### src/hdl/core_pkg.sv
/*
  shared types for the rv64 pipeline. all memory traffic is 64-bit aligned words,
  so no size or byte-lane fields are carried between stages
*/
package core_pkg;

  parameter int xlen = 64;

  typedef logic [xlen-1:0] xword_t;
  typedef logic [31:0]     inst_t;
  typedef logic [4:0]      reg_idx_t;

  // major opcodes of the kept instructions
  localparam logic [6:0] opc_op_imm = 7'b0010011;
  localparam logic [6:0] opc_op     = 7'b0110011;
  localparam logic [6:0] opc_lui    = 7'b0110111;
  localparam logic [6:0] opc_load   = 7'b0000011;
  localparam logic [6:0] opc_store  = 7'b0100011;

  typedef enum logic [2:0] {
    alu_add,
    alu_sub,
    alu_xor,
    alu_or,
    alu_and,
    alu_pass_b
  } alu_op_t;

  typedef struct packed {
    xword_t pc;
    inst_t  inst;
  } fetch_t;

  typedef struct packed {
    xword_t   pc;
    alu_op_t  alu_op;
    xword_t   operand_a;
    xword_t   operand_b;
    xword_t   store_data;
    reg_idx_t rd;
    logic     reg_write;
    logic     is_load;
    logic     is_store;
  } decode_t;

  // result holds the alu value, or the address for loads and stores
  typedef struct packed {
    xword_t   pc;
    xword_t   result;
    xword_t   store_data;
    reg_idx_t rd;
    logic     reg_write;
    logic     is_load;
    logic     is_store;
  } exec_t;

endpackage

### src/hdl/pipe_slot.sv
/*
  one-entry pipeline register with valid/allowin flow control.
  full throughput only when the consumer takes the item in the cycle it is shown
*/
module pipe_slot #(
  parameter type payload_t = logic [31:0]
) (
  input  logic     clock,
  input  logic     reset,
  input  logic     in_valid,
  output logic     in_ready,
  input  payload_t in_payload,
  output logic     out_valid,
  input  logic     out_ready,
  output payload_t out_payload
);

  logic     full;
  payload_t data;

  // room when empty or when the held item leaves this cycle
  assign in_ready    = !full || out_ready;
  assign out_valid   = full;
  assign out_payload = data;

  always_ff @(posedge clock) begin
    if (reset) begin
      full <= 1'b0;
    end else if (in_valid && in_ready) begin
      full <= 1'b1;
    end else if (out_ready) begin
      full <= 1'b0;
    end
  end

  always_ff @(posedge clock) begin
    if (in_valid && in_ready) begin
      data <= in_payload;
    end
  end

endmodule

### src/hdl/fetch_stage.sv
/*
  sequential fetch only, no redirect. imem_rdata must be valid in the handshake
  cycle since it goes straight into the next slot
*/
module fetch_stage import core_pkg::*; #(
  parameter xword_t reset_pc = '0
) (
  input  logic   clock,
  input  logic   reset,
  output logic   imem_valid,
  input  logic   imem_ready,
  output xword_t imem_addr,
  input  inst_t  imem_rdata,
  output logic   out_valid,
  input  logic   out_ready,
  output fetch_t out_payload
);

  xword_t pc;
  logic   running;
  logic   fire;

  // out_ready stays high until a push, so the request holds until the handshake
  assign imem_valid = running && out_ready;
  assign imem_addr  = pc;
  assign fire       = imem_valid && imem_ready;

  assign out_valid        = fire;
  assign out_payload.pc   = pc;
  assign out_payload.inst = imem_rdata;

  always_ff @(posedge clock) begin
    if (reset) begin
      running <= 1'b0;
      pc      <= reset_pc;
    end else begin
      running <= 1'b1;
      if (fire) begin
        pc <= pc + xword_t'(4);
      end
    end
  end

endmodule

### src/hdl/decode_stage.sv
/*
  decode and operand read. no forwarding: a source that matches any pending writer
  (ex slot, mem slot or the commit register) holds the instruction here
*/
module decode_stage import core_pkg::*; (
  input  logic     in_valid,
  output logic     in_ready,
  input  fetch_t   in_payload,
  output reg_idx_t rs1_addr,
  output reg_idx_t rs2_addr,
  input  xword_t   rs1_data,
  input  xword_t   rs2_data,
  input  logic     ex_busy,
  input  reg_idx_t ex_rd,
  input  logic     ex_write,
  input  logic     mem_busy,
  input  reg_idx_t mem_rd,
  input  logic     mem_write,
  input  logic     commit_valid,
  input  reg_idx_t commit_rd,
  input  logic     commit_write,
  output logic     out_valid,
  input  logic     out_ready,
  output decode_t  out_payload
);

  inst_t  inst;
  xword_t imm_i;
  xword_t imm_s;
  xword_t imm_u;
  logic   uses_rs1;
  logic   uses_rs2;
  logic   legal;
  logic   rs1_pending;
  logic   rs2_pending;
  logic   hazard;

  assign inst     = in_payload.inst;
  assign rs1_addr = inst[19:15];
  assign rs2_addr = inst[24:20];

  assign imm_i = {{52{inst[31]}}, inst[31:20]};
  assign imm_s = {{52{inst[31]}}, inst[31:25], inst[11:7]};
  assign imm_u = {{32{inst[31]}}, inst[31:12], 12'b0};

  always_comb begin
    out_payload            = '0;
    out_payload.pc         = in_payload.pc;
    out_payload.alu_op     = alu_add;
    out_payload.operand_a  = rs1_data;
    out_payload.operand_b  = imm_i;
    out_payload.store_data = rs2_data;
    out_payload.rd         = inst[11:7];
    legal    = 1'b1;
    uses_rs1 = 1'b1;
    uses_rs2 = 1'b0;
    case (inst[6:0])
      opc_op_imm: begin
        out_payload.reg_write = 1'b1;
        case (inst[14:12])
          3'b000:  out_payload.alu_op = alu_add;
          3'b100:  out_payload.alu_op = alu_xor;
          3'b110:  out_payload.alu_op = alu_or;
          3'b111:  out_payload.alu_op = alu_and;
          default: legal = 1'b0;
        endcase
      end
      opc_op: begin
        out_payload.reg_write = 1'b1;
        out_payload.operand_b = rs2_data;
        uses_rs2 = 1'b1;
        case ({inst[31:25], inst[14:12]})
          10'b0000000_000: out_payload.alu_op = alu_add;
          10'b0100000_000: out_payload.alu_op = alu_sub;
          10'b0000000_100: out_payload.alu_op = alu_xor;
          10'b0000000_110: out_payload.alu_op = alu_or;
          10'b0000000_111: out_payload.alu_op = alu_and;
          default:         legal = 1'b0;
        endcase
      end
      opc_lui: begin
        out_payload.reg_write = 1'b1;
        out_payload.alu_op    = alu_pass_b;
        out_payload.operand_b = imm_u;
        uses_rs1 = 1'b0;
      end
      opc_load: begin
        // only LD, funct3 3
        out_payload.reg_write = 1'b1;
        out_payload.is_load   = 1'b1;
        legal = (inst[14:12] == 3'b011);
      end
      opc_store: begin
        out_payload.is_store  = 1'b1;
        out_payload.operand_b = imm_s;
        uses_rs2 = 1'b1;
        legal = (inst[14:12] == 3'b011);
      end
      default: legal = 1'b0;
    endcase
    // anything else retires as a no-op
    if (!legal) begin
      out_payload.reg_write = 1'b0;
      out_payload.is_load   = 1'b0;
      out_payload.is_store  = 1'b0;
      uses_rs1 = 1'b0;
      uses_rs2 = 1'b0;
    end
  end

  // older writers still in flight
  assign rs1_pending = (ex_busy && ex_write && ex_rd == rs1_addr) ||
                       (mem_busy && mem_write && mem_rd == rs1_addr) ||
                       (commit_valid && commit_write && commit_rd == rs1_addr);
  assign rs2_pending = (ex_busy && ex_write && ex_rd == rs2_addr) ||
                       (mem_busy && mem_write && mem_rd == rs2_addr) ||
                       (commit_valid && commit_write && commit_rd == rs2_addr);

  // x0 never waits on a writer
  assign hazard = (uses_rs1 && rs1_addr != '0 && rs1_pending) ||
                  (uses_rs2 && rs2_addr != '0 && rs2_pending);

  assign out_valid = in_valid && !hazard;
  assign in_ready  = out_ready && !hazard;

endmodule

### src/hdl/regfile.sv
/*
  32 x 64 integer registers, two async reads, one write port.
  a write lands at the clock edge, so a same-cycle read sees the old value
*/
module regfile import core_pkg::*; (
  input  logic     clock,
  input  logic     reset,
  input  reg_idx_t rs1_addr,
  input  reg_idx_t rs2_addr,
  output xword_t   rs1_data,
  output xword_t   rs2_data,
  input  logic     write_valid,
  input  reg_idx_t write_rd,
  input  logic     write_enable,
  input  xword_t   write_data
);

  // x0 has no storage
  xword_t regs [1:31];

  assign rs1_data = (rs1_addr == '0) ? '0 : regs[rs1_addr];
  assign rs2_data = (rs2_addr == '0) ? '0 : regs[rs2_addr];

  always_ff @(posedge clock) begin
    if (reset) begin
      for (int i = 1; i < 32; i++) begin
        regs[i] <= '0;
      end
    end else if (write_valid && write_enable && write_rd != '0) begin
      regs[write_rd] <= write_data;
    end
  end

endmodule

### src/hdl/exec_stage.sv
/*
  combinational alu between the ex and mem slots.
  no shifts or compares, the decoder never issues them
*/
module exec_stage import core_pkg::*; (
  input  logic    in_valid,
  output logic    in_ready,
  input  decode_t in_payload,
  output logic    out_valid,
  input  logic    out_ready,
  output exec_t   out_payload
);

  xword_t result;

  always_comb begin
    case (in_payload.alu_op)
      alu_add:    result = in_payload.operand_a + in_payload.operand_b;
      alu_sub:    result = in_payload.operand_a - in_payload.operand_b;
      alu_xor:    result = in_payload.operand_a ^ in_payload.operand_b;
      alu_or:     result = in_payload.operand_a | in_payload.operand_b;
      alu_and:    result = in_payload.operand_a & in_payload.operand_b;
      alu_pass_b: result = in_payload.operand_b;
      default:    result = '0;
    endcase
  end

  assign out_valid = in_valid;
  assign in_ready  = out_ready;

  assign out_payload.pc         = in_payload.pc;
  assign out_payload.result     = result;
  assign out_payload.store_data = in_payload.store_data;
  assign out_payload.rd         = in_payload.rd;
  assign out_payload.reg_write  = in_payload.reg_write;
  assign out_payload.is_load    = in_payload.is_load;
  assign out_payload.is_store   = in_payload.is_store;

endmodule

### src/hdl/mem_wb_stage.sv
/*
  data memory access and commit. request and reply share one handshake, so
  dmem_rdata must be valid while dmem_valid and dmem_ready are both high
*/
module mem_wb_stage import core_pkg::*; (
  input  logic     clock,
  input  logic     reset,
  input  logic     in_valid,
  output logic     in_ready,
  input  exec_t    in_payload,
  output logic     dmem_valid,
  input  logic     dmem_ready,
  output logic     dmem_write,
  output xword_t   dmem_addr,
  output xword_t   dmem_wdata,
  input  xword_t   dmem_rdata,
  output logic     commit_valid,
  output xword_t   commit_pc,
  output reg_idx_t commit_rd,
  output logic     commit_write,
  output xword_t   commit_data
);

  logic is_mem;
  logic accept;

  assign is_mem = in_payload.is_load || in_payload.is_store;

  assign dmem_valid = in_valid && is_mem;
  assign dmem_write = in_payload.is_store;
  assign dmem_addr  = in_payload.result;
  assign dmem_wdata = in_payload.store_data;

  // memory ops wait for the handshake, alu ops go through at once
  assign in_ready = !is_mem || dmem_ready;
  assign accept   = in_valid && in_ready;

  always_ff @(posedge clock) begin
    if (reset) begin
      commit_valid <= 1'b0;
    end else begin
      commit_valid <= accept;
    end
  end

  always_ff @(posedge clock) begin
    if (accept) begin
      commit_pc    <= in_payload.pc;
      commit_rd    <= in_payload.rd;
      commit_write <= in_payload.reg_write && !in_payload.is_store;
      commit_data  <= in_payload.is_load ? dmem_rdata : in_payload.result;
    end
  end

endmodule

### src/hdl/rv_core.sv
/*
  in-order rv64 subset core: addi/xori/ori/andi, add/sub/xor/or/and, lui, ld, sd.
  no branches, csrs or traps; other encodings retire without a register write
*/
module rv_core import core_pkg::*; #(
  parameter xword_t reset_pc = '0
) (
  input  logic     clock,
  input  logic     reset,
  output logic     imem_valid,
  input  logic     imem_ready,
  output xword_t   imem_addr,
  input  inst_t    imem_rdata,
  output logic     dmem_valid,
  input  logic     dmem_ready,
  output logic     dmem_write,
  output xword_t   dmem_addr,
  output xword_t   dmem_wdata,
  input  xword_t   dmem_rdata,
  output logic     commit_valid,
  output xword_t   commit_pc,
  output reg_idx_t commit_rd,
  output logic     commit_write,
  output xword_t   commit_data
);

  logic     if_valid, if_ready, id_valid, id_ready;
  fetch_t   if_payload, id_payload;
  logic     dec_valid, dec_ready, ex_valid, ex_ready;
  decode_t  dec_payload, ex_payload;
  logic     alu_valid, alu_ready, mem_valid, mem_ready;
  exec_t    alu_payload, mem_payload;
  reg_idx_t rs1_addr, rs2_addr;
  xword_t   rs1_data, rs2_data;

  fetch_stage #(.reset_pc(reset_pc)) u_fetch (
    .clock(clock), .reset(reset),
    .imem_valid(imem_valid), .imem_ready(imem_ready),
    .imem_addr(imem_addr), .imem_rdata(imem_rdata),
    .out_valid(if_valid), .out_ready(if_ready), .out_payload(if_payload)
  );

  pipe_slot #(.payload_t(fetch_t)) id_slot (
    .clock(clock), .reset(reset),
    .in_valid(if_valid), .in_ready(if_ready), .in_payload(if_payload),
    .out_valid(id_valid), .out_ready(id_ready), .out_payload(id_payload)
  );

  decode_stage u_decode (
    .in_valid(id_valid), .in_ready(id_ready), .in_payload(id_payload),
    .rs1_addr(rs1_addr), .rs2_addr(rs2_addr),
    .rs1_data(rs1_data), .rs2_data(rs2_data),
    .ex_busy(ex_valid), .ex_rd(ex_payload.rd), .ex_write(ex_payload.reg_write),
    .mem_busy(mem_valid), .mem_rd(mem_payload.rd), .mem_write(mem_payload.reg_write),
    .commit_valid(commit_valid), .commit_rd(commit_rd), .commit_write(commit_write),
    .out_valid(dec_valid), .out_ready(dec_ready), .out_payload(dec_payload)
  );

  regfile u_regfile (
    .clock(clock), .reset(reset),
    .rs1_addr(rs1_addr), .rs2_addr(rs2_addr),
    .rs1_data(rs1_data), .rs2_data(rs2_data),
    .write_valid(commit_valid), .write_rd(commit_rd),
    .write_enable(commit_write), .write_data(commit_data)
  );

  pipe_slot #(.payload_t(decode_t)) ex_slot (
    .clock(clock), .reset(reset),
    .in_valid(dec_valid), .in_ready(dec_ready), .in_payload(dec_payload),
    .out_valid(ex_valid), .out_ready(ex_ready), .out_payload(ex_payload)
  );

  exec_stage u_exec (
    .in_valid(ex_valid), .in_ready(ex_ready), .in_payload(ex_payload),
    .out_valid(alu_valid), .out_ready(alu_ready), .out_payload(alu_payload)
  );

  pipe_slot #(.payload_t(exec_t)) mem_slot (
    .clock(clock), .reset(reset),
    .in_valid(alu_valid), .in_ready(alu_ready), .in_payload(alu_payload),
    .out_valid(mem_valid), .out_ready(mem_ready), .out_payload(mem_payload)
  );

  mem_wb_stage u_mem_wb (
    .clock(clock), .reset(reset),
    .in_valid(mem_valid), .in_ready(mem_ready), .in_payload(mem_payload),
    .dmem_valid(dmem_valid), .dmem_ready(dmem_ready), .dmem_write(dmem_write),
    .dmem_addr(dmem_addr), .dmem_wdata(dmem_wdata), .dmem_rdata(dmem_rdata),
    .commit_valid(commit_valid), .commit_pc(commit_pc), .commit_rd(commit_rd),
    .commit_write(commit_write), .commit_data(commit_data)
  );

endmodule

### config.mk
export PLATFORM = sky130hd
export DESIGN_NAME = rv_core
export DESIGN_NICKNAME = d
export VERILOG_FILES = /design/src/hdl/core_pkg.sv /design/src/hdl/pipe_slot.sv /design/src/hdl/fetch_stage.sv /design/src/hdl/decode_stage.sv /design/src/hdl/regfile.sv /design/src/hdl/exec_stage.sv /design/src/hdl/mem_wb_stage.sv /design/src/hdl/rv_core.sv
export SDC_FILE = /design/constraint.sdc
export NUM_CORES = 2
export LEC_CHECK = 0
export BUFFER_PORTS_ARGS = -buffer_cell sky130_fd_sc_hd__buf_2
export CORE_ASPECT_RATIO = 0.6
export CORE_MARGIN = 2
export CORE_UTILIZATION = 55
export DETAILED_ROUTE_END_ITERATION = 7
export PLACE_DENSITY = 0.7
export SYNTH_ARGS = -nofsm -noshare
export SYNTH_HDL_FRONTEND = slang
export SYNTH_HIERARCHICAL = 1
export SYNTH_SLANG_ARGS = --single-unit
### constraint.sdc
create_clock -name clock -period 8.7 [get_ports clock]
set_input_delay 0.87 -clock clock [delete_from_list [all_inputs] [get_ports clock]]
set_output_delay 0.87 -clock clock [all_outputs]
set_load 0.03 [all_outputs]
**Word-level counts from Yosys, hierarchy flattened**

Memory sizes are Yosys's and may differ from the RTL's. A register that Yosys moved wholly into a read port is not among the register bits.
Cells that the tools add are included.

- Register bits after elaboration: 702
- RAM bits: 1984
- Output and inout port bits: 330
- Memories kept: 1
- Logic and storage cells: 148
- Bits of input ports: 100

- Bitwise gates (word level): 3
- Eq/ne operators: 24
- Multiplexer cells: 33
- Reduce and logical (&&, ||, !) cells: 57
- Add/subtract/negate cells: 3

Memories:

| name | words | width | rd ports | clocked after Yosys merged registers in | wr ports | RTL line | source |
|---|---|---|---|---|---|---|---|
| u_regfile.regs | 31 | 64 | 2 | 2 | 31 | regfile.sv:19 | `xword_t regs [1:31];` |

Operator list:

| kind | number |
|---|---|
| 64-bit case mux with 6 select lines | 1 |
| 64-bit two-way mux | 3 |
| 64-bit case mux with 3 select lines | 1 |
| 64-bit by 3-bit adder with 64-bit output (second input constant) | 1 |
| 64-bit adder | 1 |
| 64-bit AND | 1 |
| 64-bit OR | 1 |
| 64-bit OR reduction | 1 |
| 64-bit subtractor | 1 |
| 64-bit bitwise XOR | 1 |
| 10-bit by 3-bit == test with 1-bit output (second input constant) | 3 |
| 5-bit == test | 6 |
| 1-bit logical AND | 24 |
| 1-bit two-way mux | 22 |
| 7-bit by 6-bit == test with 1-bit output (second input constant) | 3 |
| 3-bit case mux with 3 select lines | 2 |
| 3-bit == test (second input constant) | 5 |
| 5-bit nonzero test | 3 |
| 3-bit case mux with 4 select lines | 1 |
| 10-bit by 9-bit == test with 1-bit output (second input constant) | 1 |
| 10-bit logical NOT | 1 |
| 5-bit logical NOT | 2 |
| 1-bit logical OR | 10 |
| 5-bit two-way mux | 2 |
| 11 further kinds | 23 |

**Longest topological paths before layout**

- Depth after elaboration: 15
- Mapped depth: 21
- Gate-level depth less buffers: 21

**Hierarchy**

The synthesis kept the hierarchy.

Modules (own cells, without submodules):

| module | sequential area each (µm²) | area each (µm²) | instances | cells each |
|---|---|---|---|---|
| regfile | 61499.0 | 108626.7 | 1 | 7203 |
| exec_stage | 0.0 | 9763.1 | 1 | 1414 |
| pipe_slot (ex_slot) | 8037.7 | 8072.7 | 1 | 272 |
| pipe_slot (mem_slot) | 6025.8 | 6060.8 | 1 | 205 |
| mem_wb_stage | 4043.9 | 5982.0 | 1 | 340 |
| fetch_stage | 1261.2 | 3722.3 | 1 | 452 |
| pipe_slot (id_slot) | 2902.8 | 2937.8 | 1 | 101 |
| decode_stage | 0.0 | 2904.0 | 1 | 416 |

**Least setup slack after synthesis**

No wires, ideal clock.

- Path kind: reg-to-reg
- From: reg ex_slot.data, in the netlist ex_slot/out_payload[77]
- To: reg mem_slot.data, in the netlist mem_slot/out_payload[133] (data pin)
- Clock period less this slack: 5208 ps
- Buffers on the path: 1
- Slack: 3492 ps
- Library setup time: 257 ps
- Stages on the path, launching flop included: 19
- Required time: 8443 ps
- Arrival: 4951 ps
- Path through: edfxtp_1 or4_4 or3_4 or3_2 nor3_1 nand4_1 o21ai_0 xnor2_1 ha_1 clkbuf_1 nand2_1 or3_1 o221ai_1 a21oi_1 o31ai_1 a31oi_1 o31ai_1 mux2i_1 nand2_1

RTL lines:

| item | RTL line | source |
|---|---|---|
| start: declaration | pipe_slot.sv:19 | `payload_t data;` |
| start signal: assignment | pipe_slot.sv:38 | `data <= in_payload;` |
| end signal: assignment | pipe_slot.sv:38 |  |
| end: declaration | pipe_slot.sv:19 |  |

==> summary.txt <==
Status: finished with violations
Failing checks: DRC
Slowest cell on crit path: a21oi_1
Final cell count without fillers: 13.78k
Gr ovfl total: 0
Mean Syn Cell Area: 14.23 sq um
Post-synth top area cell: edfxtp_1
Vias in the first global route: 93.37k
FF-to-FF Start: ex_slot/out_payload[77]$_DFFE_PP_
Hold_ws: 144.3 ps
Final nets: 10.26k
Post-synthesis sequential area ratio: 56.58%
Period minus WS final: 6987 ps
First-pass GRT wire length: 743500 microns
Share of layout cells above drive strength 1: 22.32%
Placed cell count: 13.26k
Share of the synthesized area in the top cell type: 55.67%
Top cell by count, worst path: o31ai_1
Cell depth of the worst flop-to-flop path: 20
Final slew viol count: 0
Hold Violations, Final: 0
Clock Path Buffers: 4
Fmax achieved: 143.1 MHz
Layout fillers: 20.20k
Clock transition at path regs: 70 ps
Util after Layout: 59.02%
Post-DP HPWL: 335300 microns
DRT iter0 DRCs: 19.22k
Clock root buffer: clkbuf_16
Syn-to-layout area delta: 6.667%
CTS tree: done
Vias: 98.19k
Yosys warns: 6
Postcts setup bufs: 0
Pwr dens: 190.3 nW/um^2
Kind of critical path: reg2reg
Async S/R FF share, synth: 0%
Post-Syn Instances: 10.40k
CP Launch Type: register
Final worst-path cycle share: 80.31%
Initial antenna violation count: 65
Die height: 405.9 microns
Seq cells post-synth: 2812
R2R Path End: mem_slot/out_payload[131]$_DFFE_PP_
Worst setup EP type: register
Max Cap Viol: 0
CP Max Fanout: 6
Drt wl/cell: 39.78 microns
Num CTS Buffers: 273
Cell variety after synth: 101
RePlAce Congestion: 0.9634
DRT Pass-1 Iters: 8
EDFF count, synth: 2745
Hold crit path type: in2reg
Critical-path cell list: or4_4 -> or3_4 -> or3_2 -> nor3_1 -> buf_4 -> nand4_1 -> o31ai_1 -> xnor2_1 -> ha_1 -> a21oi_1 -> o21ai_0 -> a41oi_1 -> o221ai_1 -> a21oi_1 -> o31ai_1 -> buf_4 -> a31oi_1 -> o31ai_1 -> xnor2_1 -> o211ai_1
Slew @ Worst Pin: 1420 ps
Critical path arrival: 7550 ps
Post-Route Setup TNS: 0 ps
Syn Std Cell Area: 148100 sq um
Maximum vdd drop: 0.1578 mV
R2R setup slack: 1710 ps
Clk_lat worst skew: 900 ps
Hold depth: 1
Site Rows: 147
Core Area: 267600 sq um
Dominant cell by count in the synthesized netlist: edfxtp_1
Post-cts resize count: 0
Post-route ant nets: 0
Max stage delay on crit path: 620 ps
Die ar.: 273500 sq um
Area contributors post-synth: edfxtp_1, mux4_2, and2_1
IO Count: 430
Critical Path RT: 9270 ps
All-layer global routing usage: 39.38%
Kind of cell adding the most delay to the critical path: compound AO/OA/AOI/OAI gates
Startpoint of the worst hold path: imem_rdata[1]
Htree depth: 5
Pleak: 0.05814 uW
Post-cts hold buffer count: 0
Slew headroom: 5.329%
PortBufs: 427
Worst Hold End: id_slot/out_payload[1]$_DFFE_PP_
RSZ-0062 raised after global routing: false
Initial Util: 55.33%
Worst path bufs/invs: 2
Via-per-instance ratio: 7.127
Die W: 673.8 microns
Top post-synthesis cells by count: edfxtp_1, and2_1, mux4_2
# setup viols final: 0
Non-Filler Cell Area, Final: 157900 sq um
Setup Skew: 53.79 ps
DRC viols: 1
Area after DPL: 149300 sq um
Routed WL: 548000 microns
Largest net degree at the start of global routing: 133
Sink Count: 2812
Main synth FF type: edfxtp_1
[how the worst max path moves through the flow]
stage / from / endpoint / slack, ps / cells after the start
global route: ex_slot/out_payload[95]$_DFFE_PP_ / mem_slot/out_payload[133]$_DFFE_PP_ / 1470 / 19
global placement: ex_slot/out_payload[95]$_DFFE_PP_ / mem_slot/out_payload[133]$_DFFE_PP_ / 2040 / 19
CTS: ex_slot/out_payload[95]$_DFFE_PP_ / mem_slot/out_payload[131]$_DFFE_PP_ / 2010 / 19
floorplan: ex_slot/out_payload[77]$_DFFE_PP_ / mem_slot/out_payload[133]$_DFFE_PP_ / 3490 / 18
finish: ex_slot/out_payload[77]$_DFFE_PP_ / mem_slot/out_payload[131]$_DFFE_PP_ / 1710 / 20
detailed placement: ex_slot/out_payload[95]$_DFFE_PP_ / mem_slot/out_payload[131]$_DFFE_PP_ / 2020 / 19
[area by class of cell]
| cell class | instances | area [sq um] | share of cell area [%] |
|---|---|---|---|
| clock inverters | 148 | 1292 | 0.8183 |
| repair buffers | 690 | 4327 | 2.739 |
| clock buffers | 332 | 7284 | 4.612 |
| flip-flops and latches | 2812 | 83770 | 53.04 |
| well taps | 3576 | 4474 | 2.833 |
| inverters | 159 | 598.1 | 0.3787 |
| diodes | 34 | 85.08 | 0.05387 |
| multi-input cells | 6025 | 56110 | 35.53 |
[state kept, by name, summed over array words and instances, names as in the netlist, 5 cells and up]
signal and flops:
u_mem_wb/commit_rd 5, id_slot/out_payload 96, ex_slot/out_payload 267, u_mem_wb/commit_data 64
u_regfile/regs 2048, u_fetch/imem_addr 62, mem_slot/out_payload 200, u_mem_wb/commit_pc 64
[through the flow]
step	worst slack, ps	power, uW
floorplan	3492	17290
global placement	2037	18160
detailed placement	2017	18220
CTS	2011	29920
global route	1475	30590
finish	1713	30060
[layout by cell type, fill, tap and decap left out, types with 209 or more instances in the layout]
master        n
nand2_1     209
a21oi_1     237
mux4_2      863
buf_2       426
buf_4       247
mux2i_1     453
and2_1     1995
nor2_1      262
edfxtp_1   2745
clkbuf_16   282
a22oi_1     240
[power by group]
group / total [uW] / switching (uW) / internal (uW)
Combinational: 2580 / 1700 / 878
Sequential: 15500 / 254 / 15200
Clock: 12000 / 5360 / 6630
Total: 30100 / 7310 / 22700
[kinds of logic (layout without fill, tap and decap cells)]
group	Yosys count	count (layout)	synth area share, %
flops	2812	2812	56.58
compound gates	1133	1133	5.228
xor+xnor	184	184	1.093
fa+ha+maj	194	194	1.644
other cells	2	102	0.005072
buf+inv	1632	1329	6.045
simple gates	2933	2933	11.62
mux	1513	1513	17.79
[layer usage]
metal | vias to the layer above | share of wire [%] | global-route usage (%)
met5 | - | 0.092 | 0.3531
met4 | 48 | 6.1 | 19.94
met3 | 1631 | 18 | 17.08
met2 | 9457 | 39 | 51.11
met1 | 49370 | 37 | 55.90
li1 | 37680 | - | -
No activity file was read; power rests on OpenSTA's default activity.
